<file path="src/dmem_config.svh">
`ifndef DMEM_CONFIG_SVH
`define DMEM_CONFIG_SVH

// Scratchpad region, base aligned to the region size
`define DMEM_SCRATCH_BASE 32'h0001_0000

// Scratchpad depth in 32-bit words, power of two
`define DMEM_SCRATCH_WORDS 256

// AXI ID port width
`define DMEM_AXI_ID_W 4

`endif

</file>
<file path="src/cpu_bus_pkg.sv">
package cpu_bus_pkg;

	typedef logic [31:0] word_t;

	// CPU data bus request, held while stall is high
	typedef struct packed {
		logic        read;
		logic        write;
		logic [31:0] address;
		logic [3:0]  byteenable;
		word_t       wrdata;
	} dbus_req_t;

	typedef struct packed {
		logic  stall;
		word_t rddata;    // Valid in first unstalled cycle after a read
	} dbus_resp_t;

endpackage

</file>
<file path="src/dbus_router.sv">
`timescale 1ns/100ps
`include "dmem_config.svh"

module dbus_router (
	input  logic                    clk,
	input  logic                    rst,
	input  cpu_bus_pkg::dbus_req_t  cpu_req,
	output cpu_bus_pkg::dbus_resp_t cpu_resp,
	output cpu_bus_pkg::dbus_req_t  scratch_req,
	input  cpu_bus_pkg::word_t      scratch_rddata,
	output cpu_bus_pkg::dbus_req_t  pass_req,
	input  cpu_bus_pkg::dbus_resp_t pass_resp
);

localparam logic [31:0] SCRATCH_BASE  = `DMEM_SCRATCH_BASE;
localparam logic [31:0] SCRATCH_BYTES = 32'(`DMEM_SCRATCH_WORDS) * 32'd4;
localparam logic [31:0] SCRATCH_MASK  = ~(SCRATCH_BYTES - 32'd1);

logic in_scratch;
logic stall;
logic rd_from_scratch;    // Source of the last accepted read

assign in_scratch = (cpu_req.address & SCRATCH_MASK) == SCRATCH_BASE;
assign stall      = pass_resp.stall;

always_comb begin
	scratch_req = cpu_req;
	pass_req    = cpu_req;

	// Scratchpad must not act on a request the CPU is still holding
	scratch_req.read  = cpu_req.read & in_scratch & ~stall;
	scratch_req.write = cpu_req.write & in_scratch & ~stall;

	// Pass block only samples its input while unstalled
	pass_req.read  = cpu_req.read & ~in_scratch;
	pass_req.write = cpu_req.write & ~in_scratch;
end

always_ff @(posedge clk) begin
	if (rst) begin
		rd_from_scratch <= 1'b0;
	end else if (cpu_req.read & ~stall) begin
		rd_from_scratch <= in_scratch;
	end
end

assign cpu_resp.stall  = stall;
assign cpu_resp.rddata = rd_from_scratch ? scratch_rddata : pass_resp.rddata;

endmodule

</file>
<file path="config.mk">
export PLATFORM = sky130hd
export DESIGN_NAME = dbus_router
export DESIGN_NICKNAME = d
export VERILOG_FILES = /design/src/cpu_bus_pkg.sv /design/src/dbus_router.sv
export VERILOG_INCLUDE_DIRS = /design/src
export SDC_FILE = /design/constraint.sdc
export NUM_CORES = 1
export LEC_CHECK = 0
export BUFFER_PORTS_ARGS = -buffer_cell sky130_fd_sc_hd__buf_2
export CORE_AREA = 4 4 119 121
export CTS_CLUSTER_SIZE = 10
export DETAILED_ROUTE_END_ITERATION = 10
export DIE_AREA = 0 0 123 125
export PLACE_DENSITY = 0.47
export SLEW_MARGIN = 20
export SYNTH_ARGS = -nofsm -noshare
export SYNTH_HDL_FRONTEND = slang
export SYNTH_SLANG_ARGS = --single-unit
</file>
<file path="constraint.sdc">
create_clock -name clk -period 3.2 [get_ports clk]
set_clock_uncertainty 0.1 [all_clocks]
set_input_delay 0.64 -clock clk [delete_from_list [all_inputs] [get_ports clk]]
set_output_delay 0.64 -clock clk [all_outputs]
set_load 0.03 [all_outputs]
</file>
# Yosys cells after proc, flatten, opt, wreduce, memory -nomap -nowiden

Cells that the tools add are included.

Logic and storage cells: 12
Flip-flop bits (word level): 1
Output and inout port bits: 173

Bitwise operators: 9
Eq/ne operators: 1
Muxes and demuxes: 1

Operators with widths:

| kind                                                  | count |
|---|---|
| two-way mux 32 bit                                    | 1 |
| equality test 22 x 7 -> 1 bit (second input constant) | 1 |
| AND 1 bit                                             | 7 |
| NOT 1 bit                                             | 2 |

# Depth between registers and ports, before layout

Gate-level depths: netlist of the first run.

Depth in word-level cells: 3
Mapped depth: 4
Depth with buffers taken out: 3

# Least setup slack after synthesis of the first run

Ideal clock, no wire load.

Kind: input to output
Start point: input cpu_req[47] (netlist name)
End point: output scratch_req[69] (netlist name)
Data arrival time: 1,836 ps
Path slack: 624 ps
Path buffers: 0
Cell stages on the path: 3
Cell sequence: nor4_2 > nand4_2 > nor3_1

RTL lines:

| what            | RTL line         | source |
|---|---|---|
| start, declared | dbus_router.sv:7 | `input cpu_bus_pkg::dbus_req_t cpu_req,` |
| end, declared   | dbus_router.sv:9 | `output cpu_bus_pkg::dbus_req_t scratch_req,` |

==> results of run 1 <==
worst reg2reg max path, stage by stage, from the launching register on:
cell      delay, ns
dfxtp_1        0.28
buf_4          0.36
nand3b_1       0.15
o41ai_2        0.07
kinds of logic after synthesis:
logic type	after synthesis	share of synthesized area
AND/OR/NAND/NOR	12	0.0768
AO/OA/AOI/OAI	3	0.0198
flip-flops	1	0.0127
buffers and inverters	141	0.663
multiplexers	32	0.228
cells in the mapped netlist, types with 2 or more instances:
cell type	count	area, sq um
mux2_2	32	360
buf_4	137	1030
o21a_1	2	15.0
nor4_2	3	37.5
buf_2	3	15.0
final cells by class:
class / instances / area (sq um) / share of cell area
Timing Repair Buffer: 172 / 863 / 0.534
Multi-Input combinational cell: 47 / 513 / 0.317
Tap cell: 176 / 220 / 0.136
Sequential cell: 1 / 20.0 / 0.0124
metal layers:
metal	global-route usage	share of wire
met5	0	0
met4	0.0319	0.058
met3	0.00903	0.13
met2	0.102	0.52
met1	0.0483	0.29
cells in the final DEF (no fill, tap or decap):
cell type and count:
dfxtp_1 1, buf_2 171, nand3b_1 1, nor4_2 3, mux2_2 32, nand2_1 1, nor2_1 1, nand2b_1 1
nand4_2 1, nor4b_2 1, buf_4 1, o41ai_2 1, nor4b_1 1, nor3_1 1, nor4_4 1, o21a_1 2
path summary, 6_finish.rpt:
path                                                    from                            to  slack, ns  depth (start not counted)
worst max-delay path                             cpu_req[47]               scratch_req[68]       0.61                          5
worst max register to register  rd_from_scratch$_SDFFE_PP0P_  rd_from_scratch$_SDFFE_PP0P_       2.14                          3
worst min register to register  rd_from_scratch$_SDFFE_PP0P_  rd_from_scratch$_SDFFE_PP0P_       0.70                          3
worst min-delay path            rd_from_scratch$_SDFFE_PP0P_  rd_from_scratch$_SDFFE_PP0P_       0.70                          3
through the flow:
stage                     hold WS, ns  std cells  power, mW  area [sq um]  setup slack, ns
after global placement          0.703        396      0.265          1620            0.628
after global routing            0.775        396      0.280          1620            0.439
after detailed placement        0.719        396      0.266          1620            0.574
after floorplan                 0.641        189      0.407          1580            0.624
after CTS                       0.721        396      0.267          1620            0.571
final                           0.700        396      0.263          1620            0.612
power breakdown:
| part | switching (mW) | internal (mW) | total, mW |
|---|---|---|---|
| Combinational | 0.158 | 0.0913 | 0.250 |
| Sequential | 0.000000000325 | 0.0127 | 0.0127 |
| Clock | 0 | 0 | 0 |
| Total | 0.158 | 0.104 | 0.263 |
==> impl.org, run 1 <==
** Outcome
- Result of the run :: finished, final reports clean

** Pwr
- For this design the ratio of total power to cell area is 162 mW/mm^2.
- VDD sags by at most 0.0000469 V.
- For this design the static power due to leakage is 0.837 nW.

** Clocking
- At the later pin of the worst-skew pair, clock insertion delay measures 0 ns.
- Count of cells resized by post-cts repair :: 0
- Buffers added to address setup during post-CTS repair amount to 0.
- Number of hold-repair buffers added at the cts stage :: 0
- Clock-pin slew was measured on the worst setup and hold paths at 0 ns.

** Synthesis
- Gate Count Post-Synth :: 189
- Number of storage elements in the synthesis netlist :: 1
- Of the synthesized area, sequential elements account for 0.0127.
- The synthesized design contains 0 enable-type register cells.
- After synthesis, the mean cell area works out to 8.36 sq um.
- After synthesis, the share of flip-flops with an asynchronous set or reset is 0.
- The most used flip-flop cell after synthesis is dfxtp_1.
- Post-Synthesis Net Count :: 326
- Post-synthesis cell type count :: 17
- After synthesis the cells add up to 0.00158 sq mm.
- Yosys warning count :: 0

** STA
- For the pin with the worst max-slew slack, the measured transition is 0.418 ns.
- Setup violations remaining at the end of the flow were counted as 0.
- The worst pin sits at a relative slew slack of 0.721.
- Min cycle time layout :: 2.59 ns
- Setup repair after global routing left no endpoint under its margin.
- Static timing analysis puts the maximum clock frequency at 386 MHz.
- The final count of hold timing violations was 0.
- Summed over all failing endpoints, the final setup total negative slack is 0 ns.
- Of the available clock period, the critical path in the final layout requires 0.809.
- Max-slew violation total from the final report :: 0

** Worst setup path
- Data on the critical path is required at its endpoint by 2.46 ns.
- Arr. time, crit path :: 1.85 ns
- Kind of end point of the critical path :: output port
- The worst setup path is launched from a primary input.
- Most used cell along the critical path :: buf_2
- On the critical path, the stage with the largest delay is an instance of nor4_2.
- Kind of critical path :: primary input to output port
- Cell chain of the critical path :: buf_2 -> nor4_2 -> nand4_2 -> nor4b_2 -> buf_2
- The critical path contains buffers and inverters numbering 2 combined.
- Largest delay share family, worst path :: simple AND/OR/NAND/NOR gates
- In this run the worst path has a maximum fanout of 5.
- Slowest Stage Delay on Critical Path :: 0.32 ns

** Worst hold path
- Path category of the worst min-delay check :: register to register

** Floorplan
- Pin placement for this block handled 310 I/O pins.
- The floorplan step defined a core boundary enclosing 0.0131 sq mm.
- Die Span X :: 123 microns
- Die Outline Area :: 0.0154 sq mm
- Placement Rows :: 42
- Initial cell density of the core :: 0.121
- Vertical die dimension :: 125 microns

** Place
- Buffers placed on the I/O ports in this run total 171.
- Final HPWL from detailed placement :: 4340 microns
- Gp weighted congestion :: 0.736

** Global routing
- Maximum number of pins on one net before global-route repair :: 34
- The initial antenna violation count is 0.
- The via count of the first global-routing pass was 1283.
- Across every metal layer, demand over resource in global routing totals 0.0519.
- Wire length of the first global-routing pass :: 6560 microns
- Summed over all layers, the global routing overflow is 0.

** Final layout
- Largest register by flop count :: rd_from_scratch
- Layout-stage area growth over the synthesis result :: 2.30%
- Fraction of layout instances using a drive strength above 1 :: 0.959
- Largest registers :: rd_from_scratch (1)
- Layout Nets :: 359
- Number of flip-flops under the largest register name :: 1
- Number of fill cells in the layout :: 1524
- The number of antenna diodes in the final layout is 0.
- For this run, the share of the core covered by cells in the final layout is 0.124.

** Flow run
- Number of violations of the max-capacitance limit :: 0

** Route
- After detailed routing, the number of vias per cell comes to 2.97.
- Residual DRC :: 0
- The final route contains 1177 vias.
- The pre-antenna-repair detailed-routing pass consisted of 4 iterations.
- Dividing the detail-routed wire length by the instance count gives 11.9 microns.
- The routed design has 4720 microns of wire.
- Antenna Violating Nets Remaining :: 0
- Detailed Route Iter0 Violations :: 12
Note: power is estimated with default switching activity, not from simulation.
==> run 2: changes to the inputs <==
- CORE_AREA: 4 4 119 121 -> 4 4 117 119
- DIE_AREA: 0 0 123 125 -> 0 0 121 123
- PLACE_DENSITY: 0.47 -> 0.49
- clock period: 3.2 -> 2.2 ns (I/O delays scaled with it)
==> run 2 against run 1 <==
Flip-flop and latch count unchanged. Cell area grew 3.3%. Via count rose by 1.7%. Combinational power increased by 47%. Sequential share of layout area is essentially flat. Sequential power is 46% higher. Critical path depth unchanged. Register-to-register slack worse by 0.86 ns. Worst setup slack got worse by 0.54 ns.
==> impl.org, run 2 (synthesis gave the netlist of run 1 again) <==
** Outcome
- Result of the run :: finished, final reports clean

** Clocking
- The clock insertion delay at the later pin of the skew report was 0 ns (unchanged).
- The hold buffer count at CTS is 0 (unchanged).
- Clock Pin Slew Worst Setup and Hold Paths :: 0 ns (unchanged)

** Worst hold path
- The path class of the tightest hold or removal check is primary input to register.
- The worst hold path begins at rst.
- The number of cells on the worst hold path was 2 (-1).
- Endpoint of the worst hold path :: rd_from_scratch$_SDFFE_PP0P_

** STA
- Fmax :: 470 MHz
- Of the available clock period, the critical path in the final layout requires 0.966.
- Finish-stage setup viols :: 0 (unchanged)
- Min cycle time layout :: 2.13 ns
- Number of hold violations in the final report :: 0 (unchanged)
- The remaining max-slew budget at the tightest pin came to 0.817 (+0.0957).
- Max-slew violation total from the final report :: 0 (unchanged)
- The tightest hold margin is 0.564 ns (-0.136 ns).
- The worst-margin pin slew came to 0.271 ns (-0.147 ns).

** Floorplan
- Boundary Pins :: 310 (unchanged)
- Die Outline Area :: 0.0149 sq mm (-3.2%)
- The area of the core is 0.0126 sq mm (-3.9%).
- The width of the chip came to 121 microns (-1.6%).
- The vertical die dimension is 123 microns (-1.6%).
- Placement Rows :: 41 (-2.4%)
- The effective utilization at floorplan came to 0.126 (+0.00497).

** Pwr
- Power share of the clock group :: 0 (unchanged)
- Net Sw Frac :: 0.605 (+0.000888)
- P per Cell Area :: 231 mW/mm^2 (+42%)
- The largest voltage drop on the vdd net was 0.0000681 V (+45%).
- The static leakage came to 0.853 nW (+1.9%).
- Switching power of the nets :: 233 uW (+47%)
- The total chip power was 386 uW (+47%).
- The part of the power in combinational logic is 0.952 (about the same).
- The part of the power in registers was 0.048 (about the same).
- Pint :: 153 uW (+47%)

** Final layout
- Highest-count cells in the layout ignoring fill and taps :: buf_2 (170), mux2_2 (32), nor4_4 (4), o21a_1 (2), buf_4 (2)
- Layout-stage area growth over the synthesis result :: 5.62%
- The diode insertion count for antenna repair was 0 (unchanged).
- Largest register by flop count :: rd_from_scratch
- Layout Nets :: 360 (+0.28%)
- The final non-filler cell area is 0.00167 sq mm (+3.3%).
- Fraction of layout instances using a drive strength above 1 :: 0.959 (about the same)
- Number of flip-flops under the largest register name :: 1 (unchanged)
- Number of fill cells in the layout :: 1426 (-6.4%)
- Most common cell after layout, fill and taps aside :: buf_2
- Largest registers :: rd_from_scratch (1)

** Worst setup path
- R2R Setup Slk :: 1.28 ns (-0.86 ns)
- The worst endpoint required time was 1.66 ns (-0.80 ns).
- Kind of end point of the critical path :: output port
- The logic depth of the worst register-to-register path came to 3 (unchanged).
- Crit. Startpoint :: cpu_req[58]
- FF-to-FF End :: rd_from_scratch$_SDFFE_PP0P_
- Arr. time, crit path :: 1.59 ns (-0.26 ns)
- Worst-path fanout max :: 4 (-1)
- Kind of critical path :: primary input to output port
- STA classifies the critical path startpoint as a primary input.
- The startpoint identified for the worst register-to-register timing path is rd_from_scratch$_SDFFE_PP0P_.

** Route
- The post-detailed-route via-to-cell ratio came to 3.05 (+2.5%).
- The detailed router's first-iteration violation count was 10 (-2).
- DR pass1 iterations :: 2 (-2)
- Routed length per instance :: 11.9 microns (about the same)
- The final wirelength came to 4690 microns (-0.78%).
- Count of vias placed by the detailed router :: 1197 (+1.7%)
- The number of design rule violations left after detail routing is 0 (unchanged).
- The number of nets with antenna violations after routing is 0 (unchanged).

** Place
- Gp weighted congestion :: 0.616 (-16%)
- The total half-perimeter wirelength after legalization and detailed placement is 4200 microns (-3.4%).
- Number of port buffers :: 171 (unchanged)
- The instance area after placement is 0.00162 sq mm (+0.46%).

** Global routing
- Number of antenna violations at the first check in global routing :: 0 (unchanged)
- The global-route congestion overflow total is 0 (unchanged).
- Wire length of the first global-routing pass :: 5850 microns (-11%)
- Maximum number of pins on one net before global-route repair :: 34 (unchanged)
- Total Routing Usage GR :: 0.0476 (-0.00433)
- Via count of the first global-routing pass :: 1128 (-12%)

** Flow run
- Number of violations of the max-capacitance limit :: 0 (unchanged)
[run 2: per-layer routing]
layer | vias to the layer above | wire length (microns) | GRT usage | part of all wire
met5 | - | 0 | 0 | 0
met4 | 0 | 269 | 0.0290 | 0.057
met3 | 48 | 564 | 0.0105 | 0.12
met2 | 102 | 2630 | 0.100 | 0.56
met1 | 499 | 1230 | 0.0390 | 0.26
li1 | 548 | - | - | -
[run 2: final cells by class]
class                      instances  area (sq um)  area share
timing repair buffer             173           886       0.531
multi-input combinational         47           548       0.328
tap                              172           215       0.129
sequential                         1          20.0      0.0120
[run 2: critical path, stage by stage]
cell and delay [ns]:
buf_2 0.12, nor4_4 0.32, nand4_4 0.18, nor4b_2 0.31, buf_4 0.20
[run 2: power by group through the flow]
stage	combinational [mW]	sequential [mW]	clock [mW]
after detailed placement	0.364	0.0185	0
after global placement	0.361	0.0185	0
after global routing	0.389	0.0185	0
final	0.367	0.0185	0
after CTS	0.365	0.0185	0
after floorplan	0.573	0.0185	0
[run 2: how the worst max path moves through the flow]
stage	to	slack [ns]	cells after the start
after CTS	scratch_req[68]	0.02	5
after floorplan	scratch_req[69]	0.02	3
after detailed placement	scratch_req[68]	0.02	5
after global routing	scratch_req[68]	-0.02	5
final	scratch_req[68]	0.07	5
after global placement	scratch_req[68]	0.03	5
[run 2: stage by stage]
| stage | std cells | setup slack [ns] | util | TNS [ns] |
|---|---|---|---|---|
| final | 393 | 0.0744 | 0.133 | 0 |
| after global routing | 393 | -0.0172 | 0.133 | -0.0172 |
| after CTS | 392 | 0.0194 | 0.129 | 0 |
| after detailed placement | 392 | 0.0234 | 0.129 | 0 |
| after global placement | 392 | 0.0346 | 0.129 | 0 |
| after floorplan | 189 | 0.0237 | - | 0 |
[run 2: what timing repair did]
item / in CTS / in global routing
buffers inserted: 0 / 1
endpoints found under the setup margin: 0 / 2
resized for setup: 0 / 6
hold endpoints to repair: 0 / 0
