<file path="config.mk">
export PLATFORM = sky130hd
export DESIGN_NAME = dcache_pass
export DESIGN_NICKNAME = d
export VERILOG_FILES = /design/src/axi_pkg.sv /design/src/cpu_bus_pkg.sv /design/src/dcache_pass.sv
export VERILOG_INCLUDE_DIRS = /design/src
export SDC_FILE = /design/constraint.sdc
export NUM_CORES = 1
export LEC_CHECK = 0
export BUFFER_PORTS_ARGS = -buffer_cell sky130_fd_sc_hd__buf_2
export CORE_MARGIN = 5
export CORE_UTILIZATION = 36
export DETAILED_ROUTE_END_ITERATION = 12
export PLACE_DENSITY = 0.76
export SYNTH_ARGS = -nofsm -noshare
export SYNTH_HDL_FRONTEND = slang
export SYNTH_SLANG_ARGS = --single-unit
</file>
<file path="constraint.sdc">
create_clock -name clk -period 5.3 [get_ports clk]
set_input_delay 1.06 -clock clk [delete_from_list [all_inputs] [get_ports clk]]
set_output_delay 1.06 -clock clk [all_outputs]
set_load 0.005 [all_outputs]
</file>
<file path="src/dmem_config.svh">
`ifndef DMEM_CONFIG_SVH
`define DMEM_CONFIG_SVH

// Scratchpad region, base aligned to the region size
`define DMEM_SCRATCH_BASE 32'h0001_0000

// Scratchpad depth in 32-bit words, power of two
`define DMEM_SCRATCH_WORDS 256

// AXI ID port width
`define DMEM_AXI_ID_W 4

`endif

</file>
<file path="src/axi_pkg.sv">
package axi_pkg;

	localparam logic [1:0] BURST_INCR = 2'b01;
	localparam logic [2:0] SIZE_4B    = 3'b010;

	// Master side channels, IDs travel separately
	typedef struct packed {
		// Read address
		logic [31:0] araddr;
		logic [3:0]  arlen;
		logic [2:0]  arsize;
		logic [1:0]  arburst;
		logic        arvalid;
		// Write address
		logic [31:0] awaddr;
		logic [3:0]  awlen;
		logic [2:0]  awsize;
		logic [1:0]  awburst;
		logic        awvalid;
		// Write data
		logic [31:0] wdata;
		logic [3:0]  wstrb;
		logic        wlast;
		logic        wvalid;
		// Response readies
		logic        rready;
		logic        bready;
	} axi_req_t;

	// Slave side, no error responses
	typedef struct packed {
		logic        arready;
		logic        awready;
		logic        wready;
		logic [31:0] rdata;
		logic        rvalid;
		logic        bvalid;
	} axi_resp_t;

endpackage

</file>
<file path="src/cpu_bus_pkg.sv">
package cpu_bus_pkg;

	typedef logic [31:0] word_t;

	// CPU data bus request, held while stall is high
	typedef struct packed {
		logic        read;
		logic        write;
		logic [31:0] address;
		logic [3:0]  byteenable;
		word_t       wrdata;
	} dbus_req_t;

	typedef struct packed {
		logic  stall;
		word_t rddata;    // Valid in first unstalled cycle after a read
	} dbus_resp_t;

endpackage

</file>
<file path="src/dcache_pass.sv">
`timescale 1ns/100ps
`include "dmem_config.svh"

module dcache_pass (
	input  logic                         clk,
	input  logic                         rst,
	input  cpu_bus_pkg::dbus_req_t       dbus_req,
	output cpu_bus_pkg::dbus_resp_t      dbus_resp,
	output axi_pkg::axi_req_t            axi_req,
	output logic [`DMEM_AXI_ID_W-1:0]    axi_req_arid,
	output logic [`DMEM_AXI_ID_W-1:0]    axi_req_awid,
	output logic [`DMEM_AXI_ID_W-1:0]    axi_req_wid,
	input  axi_pkg::axi_resp_t           axi_resp,
	input  logic [`DMEM_AXI_ID_W-1:0]    axi_resp_rid,
	input  logic [`DMEM_AXI_ID_W-1:0]    axi_resp_bid
);

typedef enum logic [2:0] {
	IDLE,
	READ_WAIT_AXI,
	WRITE_WAIT_AXI,
	READ,
	WRITE,
	WAIT_BVALID,
	WAIT_BVALID_RD,
	WAIT_BVALID_WR
} state_t;

state_t state, state_d;

cpu_bus_pkg::dbus_req_t pipe;

// Single outstanding transaction, responses never reordered
assign axi_req_arid = '0;
assign axi_req_awid = '0;
assign axi_req_wid  = '0;

// Posted write: CPU runs on while only the B response is pending
assign dbus_resp.stall  = (state_d != IDLE) && (state_d != WAIT_BVALID);
assign dbus_resp.rddata = axi_resp.rdata;

always_comb begin
	state_d = state;
	case (state)
		IDLE: begin
			// Valid already driven here, so a ready now completes the address phase
			if (pipe.read) begin
				state_d = axi_resp.arready ? READ : READ_WAIT_AXI;
			end else if (pipe.write) begin
				state_d = axi_resp.awready ? WRITE : WRITE_WAIT_AXI;
			end
		end
		READ_WAIT_AXI: begin
			if (axi_resp.arready)
				state_d = READ;
		end
		WRITE_WAIT_AXI: begin
			if (axi_resp.awready)
				state_d = WRITE;
		end
		READ: begin
			if (axi_resp.rvalid)
				state_d = IDLE;
		end
		WRITE: begin
			if (axi_resp.wready)
				state_d = WAIT_BVALID;
		end
		WAIT_BVALID: begin
			if (axi_resp.bvalid) begin
				if (pipe.read)
					state_d = READ_WAIT_AXI;
				else if (pipe.write)
					state_d = WRITE_WAIT_AXI;
				else
					state_d = IDLE;
			end else if (pipe.read) begin
				state_d = WAIT_BVALID_RD;    // Keep the read behind the write
			end else if (pipe.write) begin
				state_d = WAIT_BVALID_WR;
			end
		end
		WAIT_BVALID_RD: begin
			if (axi_resp.bvalid)
				state_d = READ_WAIT_AXI;
		end
		WAIT_BVALID_WR: begin
			if (axi_resp.bvalid)
				state_d = WRITE_WAIT_AXI;
		end
		default: state_d = IDLE;
	endcase
end

always_comb begin
	axi_req = '0;

	// One beat INCR bursts only
	axi_req.araddr  = {pipe.address[31:2], 2'b00};
	axi_req.arlen   = 4'd0;
	axi_req.arsize  = axi_pkg::SIZE_4B;
	axi_req.arburst = axi_pkg::BURST_INCR;
	axi_req.awaddr  = {pipe.address[31:2], 2'b00};
	axi_req.awlen   = 4'd0;
	axi_req.awsize  = axi_pkg::SIZE_4B;
	axi_req.awburst = axi_pkg::BURST_INCR;
	axi_req.wdata   = pipe.wrdata;
	axi_req.wstrb   = pipe.byteenable;
	axi_req.wlast   = 1'b1;
	axi_req.bready  = 1'b1;

	case (state)
		IDLE: begin
			axi_req.arvalid = pipe.read;
			axi_req.awvalid = pipe.write & ~pipe.read;
		end
		READ_WAIT_AXI:  axi_req.arvalid = 1'b1;
		WRITE_WAIT_AXI: axi_req.awvalid = 1'b1;
		READ:           axi_req.rready  = 1'b1;
		WRITE:          axi_req.wvalid  = 1'b1;
		default: ;
	endcase
end

always_ff @(posedge clk) begin
	if (rst) begin
		state <= IDLE;
	end else begin
		state <= state_d;
	end
end

// Request pipe, payload needs no reset
always_ff @(posedge clk) begin
	if (rst) begin
		pipe.read  <= 1'b0;
		pipe.write <= 1'b0;
	end else if (~dbus_resp.stall) begin
		pipe <= dbus_req;
	end
end

endmodule

</file>
==> Yosys cells after proc, flatten, opt, wreduce, memory -nomap -nowiden <==
Cells that the tools add are included.
{ "op_classes": {"div_mod_pow": 0, "shifts": 0, "bitwise_logic": 4, "eq_ne": 8, "muxes": 20, "n_addsub": 0, "n_mul": 0, "n_reduce_logical": 4, "order_cmp": 0} }
{ "ops": {"columns": ["op", "n"], "rows": [
  ["$mux W3", 12],
  ["$pmux W3 S8", 1],
  ["$eq A3 B3 Y1 const B", 4],
  ["$eq A3 B2 Y1 const B", 2],
  ["$mux W2", 3],
  ["$pmux W1 S2", 2],
  ["$eq A3 B1 Y1 const B", 1],
  ["$logic_not A3 Y1", 1],
  ["$ne A3 B3 Y1 const B", 1],
  ["$not A1 Y1", 3],
  ["$reduce_bool A3 Y1", 1],
  ["$mux W1", 2],
  ["$reduce_and A2 Y1", 1],
  ["$and A1 B1 Y1", 1],
  ["$logic_and A1 B1 Y1", 1]
]} }
{ "totals": {"elab_cells": 42, "mem_count": 0, "latchBits": 0, "romBits": 0, "input_bits": 117, "ff_bits": 73, "out_inout_bits": 169, "mem_bits_rw": 0} }

==> Longest topological paths before layout <==
Gate-level depths: netlist (run 1).
{ "depth": {"ltp_word": 8, "ltp_mapped": 7, "ltp_nobuf": 5} }

==> Worst setup path before layout (run 1) <==
No wires, ideal clock.
{ "synth_timing": {"path_kind": "input to register", "from": "in axi_resp[0] (netlist bit)", "to": "reg pipe (netlist bit axi_req[10]) (enable)", "t_required_ns": 4.809, "arrival_time_ns": 4.811, "setup_slack_ns": -0.001, "stages": 5, "n_path_buf": 0, "setup_time_ns": 0.491, "cell_sequence": "and4b_1 a221o_1 a211oi_2 o211ai_2 nor2_1"} }
{ "synth_rtl": {"columns": ["element", "line", "rtl"], "rows": [
  ["from (decl)", "dcache_pass.sv:13", "input axi_pkg::axi_resp_t axi_resp,"],
  ["to (signal assigned)", "dcache_pass.sv:139", "pipe <= dbus_req;"],
  ["to (decl)", "dcache_pass.sv:31", "cpu_bus_pkg::dbus_req_t pipe;"]
]} }

==> key figures, run 1 <==
STA
  – Tmin final: 3.57 ns
  – Setup TNS Final: 0 ns
  – Post-route clock period utilization: 0.674
  – Post-Route Skew: 0.00750 ns
  – RSZ-0062 raised after global routing: no
  – Achievable Freq: 0.280 GHz
  – Setup Viol. Count Final: 0
  – Max_slew headroom: 0.591
  – Worst slew pin tran: 0.613 ns
  – Final hold violation count: 0
  – Worst setup margin: 1.73 ns
  – Final Slew Violations: 0

Logic synthesis
  – Compound-Gate Fraction of Synth Area: 0.0371
  – Post-synthesis sequential area ratio: 0.561
  – Syn Std Cell Area: 3710 um2
  – Mux cell area share after synthesis: 0.00573
  – Most frequent cell after synthesis: buf_4
  – Ys flop type: edfxtp_1
  – Synth Register Bits: 71
  – Simple-gate share of the synthesized area: 0.0512
  – Post-synth EDFFs: 66
  – Synthesized instance count: 296
  – Top cells by area, synth: edfxtp_1, buf_4, dfxtp_1
  – Post-synthesis xor/xnor area fraction: 0.00236
  – Synth unique cells: 34
  – Synth Warn #: 0
  – Avg Cell Area, Syn: 12.5 um2
  – Synth Area in Adders: 0
  – Largest family of logic cells by synthesized area: buffers and inverters
  – Synth area leader: edfxtp_1
  – Share of the synthesized area in the top cell type: 0.534
  – Commonest cells in the netlist: buf_4, edfxtp_1, dfxtp_1, nand2_1
  – Async S/R FF share, synth: 0

CTS
  – CTS HTree Levels: 3
  – Post-CTS setup buffer count: 0
  – CTS resizes: 0
  – Clk sinks: 71
  – Root Driver: clkbuf_8
  – Clk_lat worst skew: 0.34 ns
  – Clock slew at reported path FFs: 0.07 ns
  – CTS Buf Count: 9
  – CTS max path bufs: 2
  – CTS tree: yes
  – Post-CTS Hold Fix Bufs: 0

GRT
  – Initial antenna violation count: 1
  – Pin count of the biggest net entering global routing: 47
  – Vias in the first global route: 1,983
  – Global-route wire length before repair: 10.3 mm
  – Global Route Usage Sum: 0.108
  – Grt ovf: 0

Setup path
  – Largest stage delay, worst path: 0.41 ns
  – CP max FO: 6
  – Crit-path leading delay family: compound AO/OA/AOI/OAI gates
  – CP startpoint kind: input port
  – Worst path required time: 4.24 ns
  – WP data arrival: 2.51 ns
  – CP dominant cell by count: buf_2
  – Worst Path Buf+Inv: 2
  – Flop2flop setup slack: 2.24 ns
  – Crit-path slowest cell: a211oi_2
  – Critical path class: input port to output port
  – Worst setup EP type: output port
  – CP cell instances: buf_2 -> xor2_1 -> a221o_1 -> a211oi_2 -> o211ai_2 -> buf_2

Drt
  – DRC violations left: 0
  – Wire length per cell: 14.5 um
  – Vias/cell: 4.07
  – DRT Pass-1 Iters: 4
  – Initial DRC Count: 130
  – DRT antenna net count: 0
  – Via count: 1,995
  – Routed WL: 7.11 mm

Floorplan
  – Number of cell rows: 37
  – Die ar.: 12,400 um2
  – Die Span Y: 112 um
  – Starting Density: 0.365
  – I/O pins: 286
  – Chip Width: 112 um
  – Core region area: 10,200 um2

Power
  – Sequential share of power: 0.478
  – Combinational fraction of design power: 0.329
  – Int Pwr: 1.45 mW
  – Worst vdd ir: 0.230 mV
  – Psw: 0.721 mW
  – Sw frac: 0.332
  – Pleak: 1.71 nW
  – Clk pwr share: 0.194
  – Power density over cell area: 562 nW/um2

Outcome
  – Run status: completed

Finish
  – Final core occ: 0.379
  – Syn-to-layout area delta: 3.91%
  – Non-filler cells in the finished layout: 490
  – # diodes: 0
  – Layout cells sized above 1: 0.568
  – Final Net Count: 466

Place
  – Buffers on Ports: 175
  – DPL Wire Length: 5.78 mm
  – Placed Cells: 474
  – RD Place Congestion: 0.801
  – Pre-CTS setup slack: 1.74 ns

Flow run
  – MaxCap Viol Count: 0

Hold path
  – HP Class: flip-flop to flip-flop
[kinds of logic (layout without fill, tap and decap cells)]
group	after synthesis	after routing
XOR/XNOR	1	1
AO/OA/AOI/OAI	16	16
multiplexers	2	2
AND/OR/NAND/NOR	32	32
buffers and inverters	172	196
flip-flops	71	71
other	2	36
[through the flow]
stage / power [mW] / instance area [um2] / hold slack, ns
after floorplan: 1.76 / 3840 / 0.487
after global placement: 1.76 / 3660 / 0.539
after detailed placement: 1.78 / 3660 / 0.542
after CTS: 2.21 / 3860 / 0.556
after global routing: 2.32 / 3860 / 0.617
final: 2.17 / 3860 / 0.555
[power by group through the flow]
stage	combinational (mW)	sequential, mW	clock (mW)
global route	0.786	1.06	0.472
global placement	0.722	1.04	0
floorplan	0.740	1.02	0
finish	0.712	1.04	0.420
detailed placement	0.732	1.05	0
CTS	0.733	1.04	0.440
[final timing paths]
path,from,to,cells after the start
worst max-delay path,axi_resp[0],dbus_resp[32],6
worst min-delay path,pipe[68],pipe[68],2
worst max register to register,state[0],axi_req[12],6
worst min register to register,pipe[68],pipe[68],2
[layer usage]
layer,routed length (um),GRT usage,vias to the layer above
met4,112,0.0422,2
li1,-,-,911
met3,870,0.0630,16
met1,2480,0.105,926
met5,13,0,-
met2,3640,0.189,140
[worst register-to-register path, cell delays in order (launching register included)]
cell and delay [ns]:
dfxtp_1 0.69, or3b_2 0.22, a211oi_1 0.07, nor4_1 0.57, o211ai_2 0.29, nor2_4 0.54
buf_12 0.33
[layout by cell type, fill, tap and decap left out, types with 2 or more instances in the layout]
master	instances
edfxtp_1	66
nand2_1	5
clkbuf_8	9
nor4_1	3
dfxtp_1	5
nor3_1	4
a21oi_1	4
nor3b_1	2
or2_2	2
nand2b_1	3
clkinv_2	3
nor4bb_1	2
nor2b_1	2
nor2_1	3
conb_1	36
clkinv_4	2
o21ai_0	3
inv_1	4
buf_2	175
[sequential cells by signal, summed over array words and instances, names as in the netlist]
register  count
axi_req      66
pipe          2
state         3
[cell type report]
cell class                 count  area, um2
multi-input combinational     87        500
inverter                       4       15.0
sequential                    71       2080
timing repair buffer         176        896
fill                         998       6330
clock buffer                   9        124
clock inverter                 7       71.3
tap                          136        170
(Power assumes the default switching activity.)
==> run 2, diff against run 1 <==
CORE_AREA = 5 5 109 111   (was not set)
CORE_MARGIN = not set   (was 5)
CORE_UTILIZATION = not set   (was 36)
DIE_AREA = 0 0 114 116   (was not set)
PLACE_DENSITY = 0.7   (was 0.76)
clock period = 3.48 ns   (was 5.3 ns; I/O delays follow)
==> run 2 against run 1 <==
  * Sequential power is 51% higher
  * Global-route usage is 1.1 points lower
  * Clock power is 26% higher
  * Total power is 46% higher
  * Non-clock buffer count is 1 higher
  * Critical endpoint unchanged
  * Highest routed layer is now met4
==> key figures, run 2 (synthesized netlist as in run 1, its figures left out) <==
Outcome
  – Run status: completed (unchanged)

CTS
  – CTS Buf Count: 9 (unchanged)
  – CTS max path bufs: 2 (unchanged)
  – Clk sinks: 71 (unchanged)
  – Root Driver: clkbuf_8 (unchanged)
  – CTS resizes: 0 (unchanged)
  – Post-CTS setup buffer count: 0 (unchanged)
  – Clk_lat worst skew: 0.34 ns (about the same)
  – CTS HTree Levels: 3 (unchanged)
  – Clock slew at reported path FFs: 0.07 ns (about the same)
  – CTS tree: yes (unchanged)
  – Post-CTS Hold Fix Bufs: 0 (unchanged)

Place
  – RD Place Congestion: 0.760 (was 0.801)
  – Buffers on Ports: 175 (unchanged)
  – DPL Wire Length: 5.42 mm (was 5.78 mm)
  – Dpl cell area: 3660 um2 (unchanged)

Setup path
  – Reg2reg path depth: 6 (unchanged)
  – Flop2flop setup slack: 0.72 ns (was 2.24 ns)
  – CP startpoint kind: flip-flop (was input port)
  – Crit-path slowest cell: dfxtp_1 (was a211oi_2)
  – CP endpoint: dbus_resp[32] (unchanged)
  – Worst Path Buf+Inv: 1 (was 2)
  – Reg2reg end: axi_req[18] (was axi_req[12])
  – CP cell instances: or3b_2 -> a211oi_1 -> nor4_1 -> o211ai_2 -> buf_2 (was buf_2 -> xor2_1 -> a221o_1 -> a211oi_2 -> o211ai_2 -> buf_2)
  – Worst path required time: 2.78 ns (was 4.24 ns)
  – CP max FO: 19 (was 6)
  – Crit. Startpoint: state[0] (was axi_resp[0])
  – R2r startpoint: state[0] (unchanged)
  – Worst setup EP type: output port (unchanged)
  – Crit-path leading delay family: simple AND/OR/NAND/NOR gates (was compound AO/OA/AOI/OAI gates)
  – Crit. path cell count: 5 (was 6)
  – Critical path class: flip-flop to output port (was input port to output port)
  – WP data arrival: 2.36 ns (was 2.51 ns)
  – Largest stage delay, worst path: 0.69 ns (was 0.41 ns)

STA
  – Setup Viol. Count Final: 0 (unchanged)
  – Setup TNS Final: 0 ns (unchanged)
  – Max_slew headroom: 0.602 (was 0.591)
  – RSZ-0062 raised after global routing: no (unchanged)
  – Worst slew pin tran: 0.591 ns (was 0.613 ns)
  – Final hold violation count: 0 (unchanged)
  – Tmin final: 3.06 ns
  – Final Slew Violations: 0 (unchanged)
  – Achievable Freq: 0.327 GHz
  – Hold_ws: 0.523 ns (was 0.555 ns)
  – Post-Route Skew: 0.00985 ns (was 0.00750 ns)
  – Post-route clock period utilization: 0.879

Power
  – Clk pwr share: 0.167 (was 0.194)
  – Sw frac: 0.334 (was 0.332)
  – Pleak: 1.69 nW (was 1.71 nW)
  – Worst vdd ir: 0.934 mV (was 0.230 mV)
  – Power density over cell area: 830 nW/um2 (was 562 nW/um2)
  – Combinational fraction of design power: 0.337 (was 0.329)
  – Int Pwr: 2.11 mW (was 1.45 mW)
  – Sequential share of power: 0.497 (was 0.478)
  – Psw: 1.06 mW (was 0.721 mW)

Finish
  – Number of fill cells: 1,047 (was 998)
  – # diodes: 0 (unchanged)
  – Multi-input combinational cell area: 500 um2 (unchanged)
  – Syn-to-layout area delta: 2.80% (was 3.91%)
  – Number of flip-flops in the largest register: 66 (unchanged)
  – Final Net Count: 467 (was 466)
  – Post-layout instance area: 3820 um2 (was 3860 um2)
  – Most frequent cells in the layout: buf_2, edfxtp_1, conb_1 (unchanged)
  – Register Area: 2080 um2 (unchanged)
  – Layout cells sized above 1: 0.562 (was 0.568)
  – Most common cell after layout, fill and taps aside: buf_2 (unchanged)

GRT
  – Grt ovf: 0 (unchanged)
  – Pin count of the biggest net entering global routing: 37 (was 47)
  – Global-route wire length before repair: 9.60 mm (was 10.3 mm)
  – Initial antenna violation count: 0 (was 1)
  – Global Route Usage Sum: 0.0975 (was 0.108)
  – Vias in the first global route: 1,898 (was 1,983)

Floorplan
  – Die ar.: 13,200 um2 (was 12,400 um2)
  – I/O pins: 286 (unchanged)
  – Number of cell rows: 38 (was 37)
  – Core region area: 10,700 um2 (was 10,200 um2)
  – Starting Density: 0.347 (was 0.365)
  – Chip Width: 114 um (was 112 um)
  – Die Span Y: 116 um (was 112 um)

Drt
  – Routed WL: 6.93 mm (was 7.11 mm)
  – DRC violations left: 0 (unchanged)
  – Via count: 1,959 (was 1,995)
  – DRT antenna net count: 0 (unchanged)
  – Initial DRC Count: 82 (was 130)
  – Wire length per cell: 14.0 um (was 14.5 um)
  – Vias/cell: 3.97 (was 4.07)
  – DRT Pass-1 Iters: 4 (unchanged)

Flow run
  – MaxCap Viol Count: 0 (unchanged)

Hold path
  – HP Class: flip-flop to flip-flop (unchanged)
  – Hold_sp: pipe[68] (unchanged)
run 2: cell types whose count changed in the layout (fill, tap and decap cells not counted), sizes merged:
cell / previous run / this run
buf: 176 / 177
clkinvlp: 0 / 1
bufinv: 1 / 0
clkbuf: 9 / 10
inv: 5 / 4
clkinv: 5 / 4
run 2: tightest hold or removal path: stages, from the launching register on:
cell	delay, ns
dfxtp_1	0.34
nand2b_1	0.08
mux2i_1	0.06
run 2: metrics by stage:
stage               worst slack [ns]  cells  total power [mW]   util
finish                         0.421    494              3.17  0.357
global route                   0.216    494              3.39  0.357
CTS                            0.404    494              3.24  0.357
detailed placement             0.611    479              2.69  0.342
global placement               0.678    479              2.66  0.342
floorplan                      0.377    330              2.67      -
run 2: power by group through the flow:
stage                     clock, mW  sequential (mW)  combinational, mW
final                         0.528             1.57               1.07
after global routing          0.597             1.62               1.17
after CTS                     0.562             1.58               1.10
after detailed placement          0             1.60               1.10
after global placement            0             1.58               1.08
after floorplan                   0             1.53               1.14
run 2: worst min-delay path by stage:
stage | to | slack [ns] | cells after the start
6_report | pipe[68] | 0.52 | 2
5_1_grt | axi_req[19] | 0.49 | 1
4_1_cts | axi_req[24] | 0.49 | 1
3_5_place_dp | pipe[68] | 0.53 | 2
3_3_place_gp | pipe[68] | 0.51 | 2
2_1_floorplan | pipe[68] | 0.49 | 2
run 2: layout make-up:
type                            count  area share
Inverter                            4     0.00393
Timing Repair Buffer              177       0.233
Multi-Input combinational cell     87       0.131
Clock buffer                       10      0.0334
Clock inverter                      5     0.00688
Sequential cell                    71       0.545
Tap cell                          140      0.0459
run 2: routing by layer:
layer  global-route usage  vias up  routed length, um
li1                     -      916                  -
met1                0.103      884               2470
met2                0.162      140               3410
met3               0.0413       19                901
met4               0.0594        0                142
met5                    0        -                  0
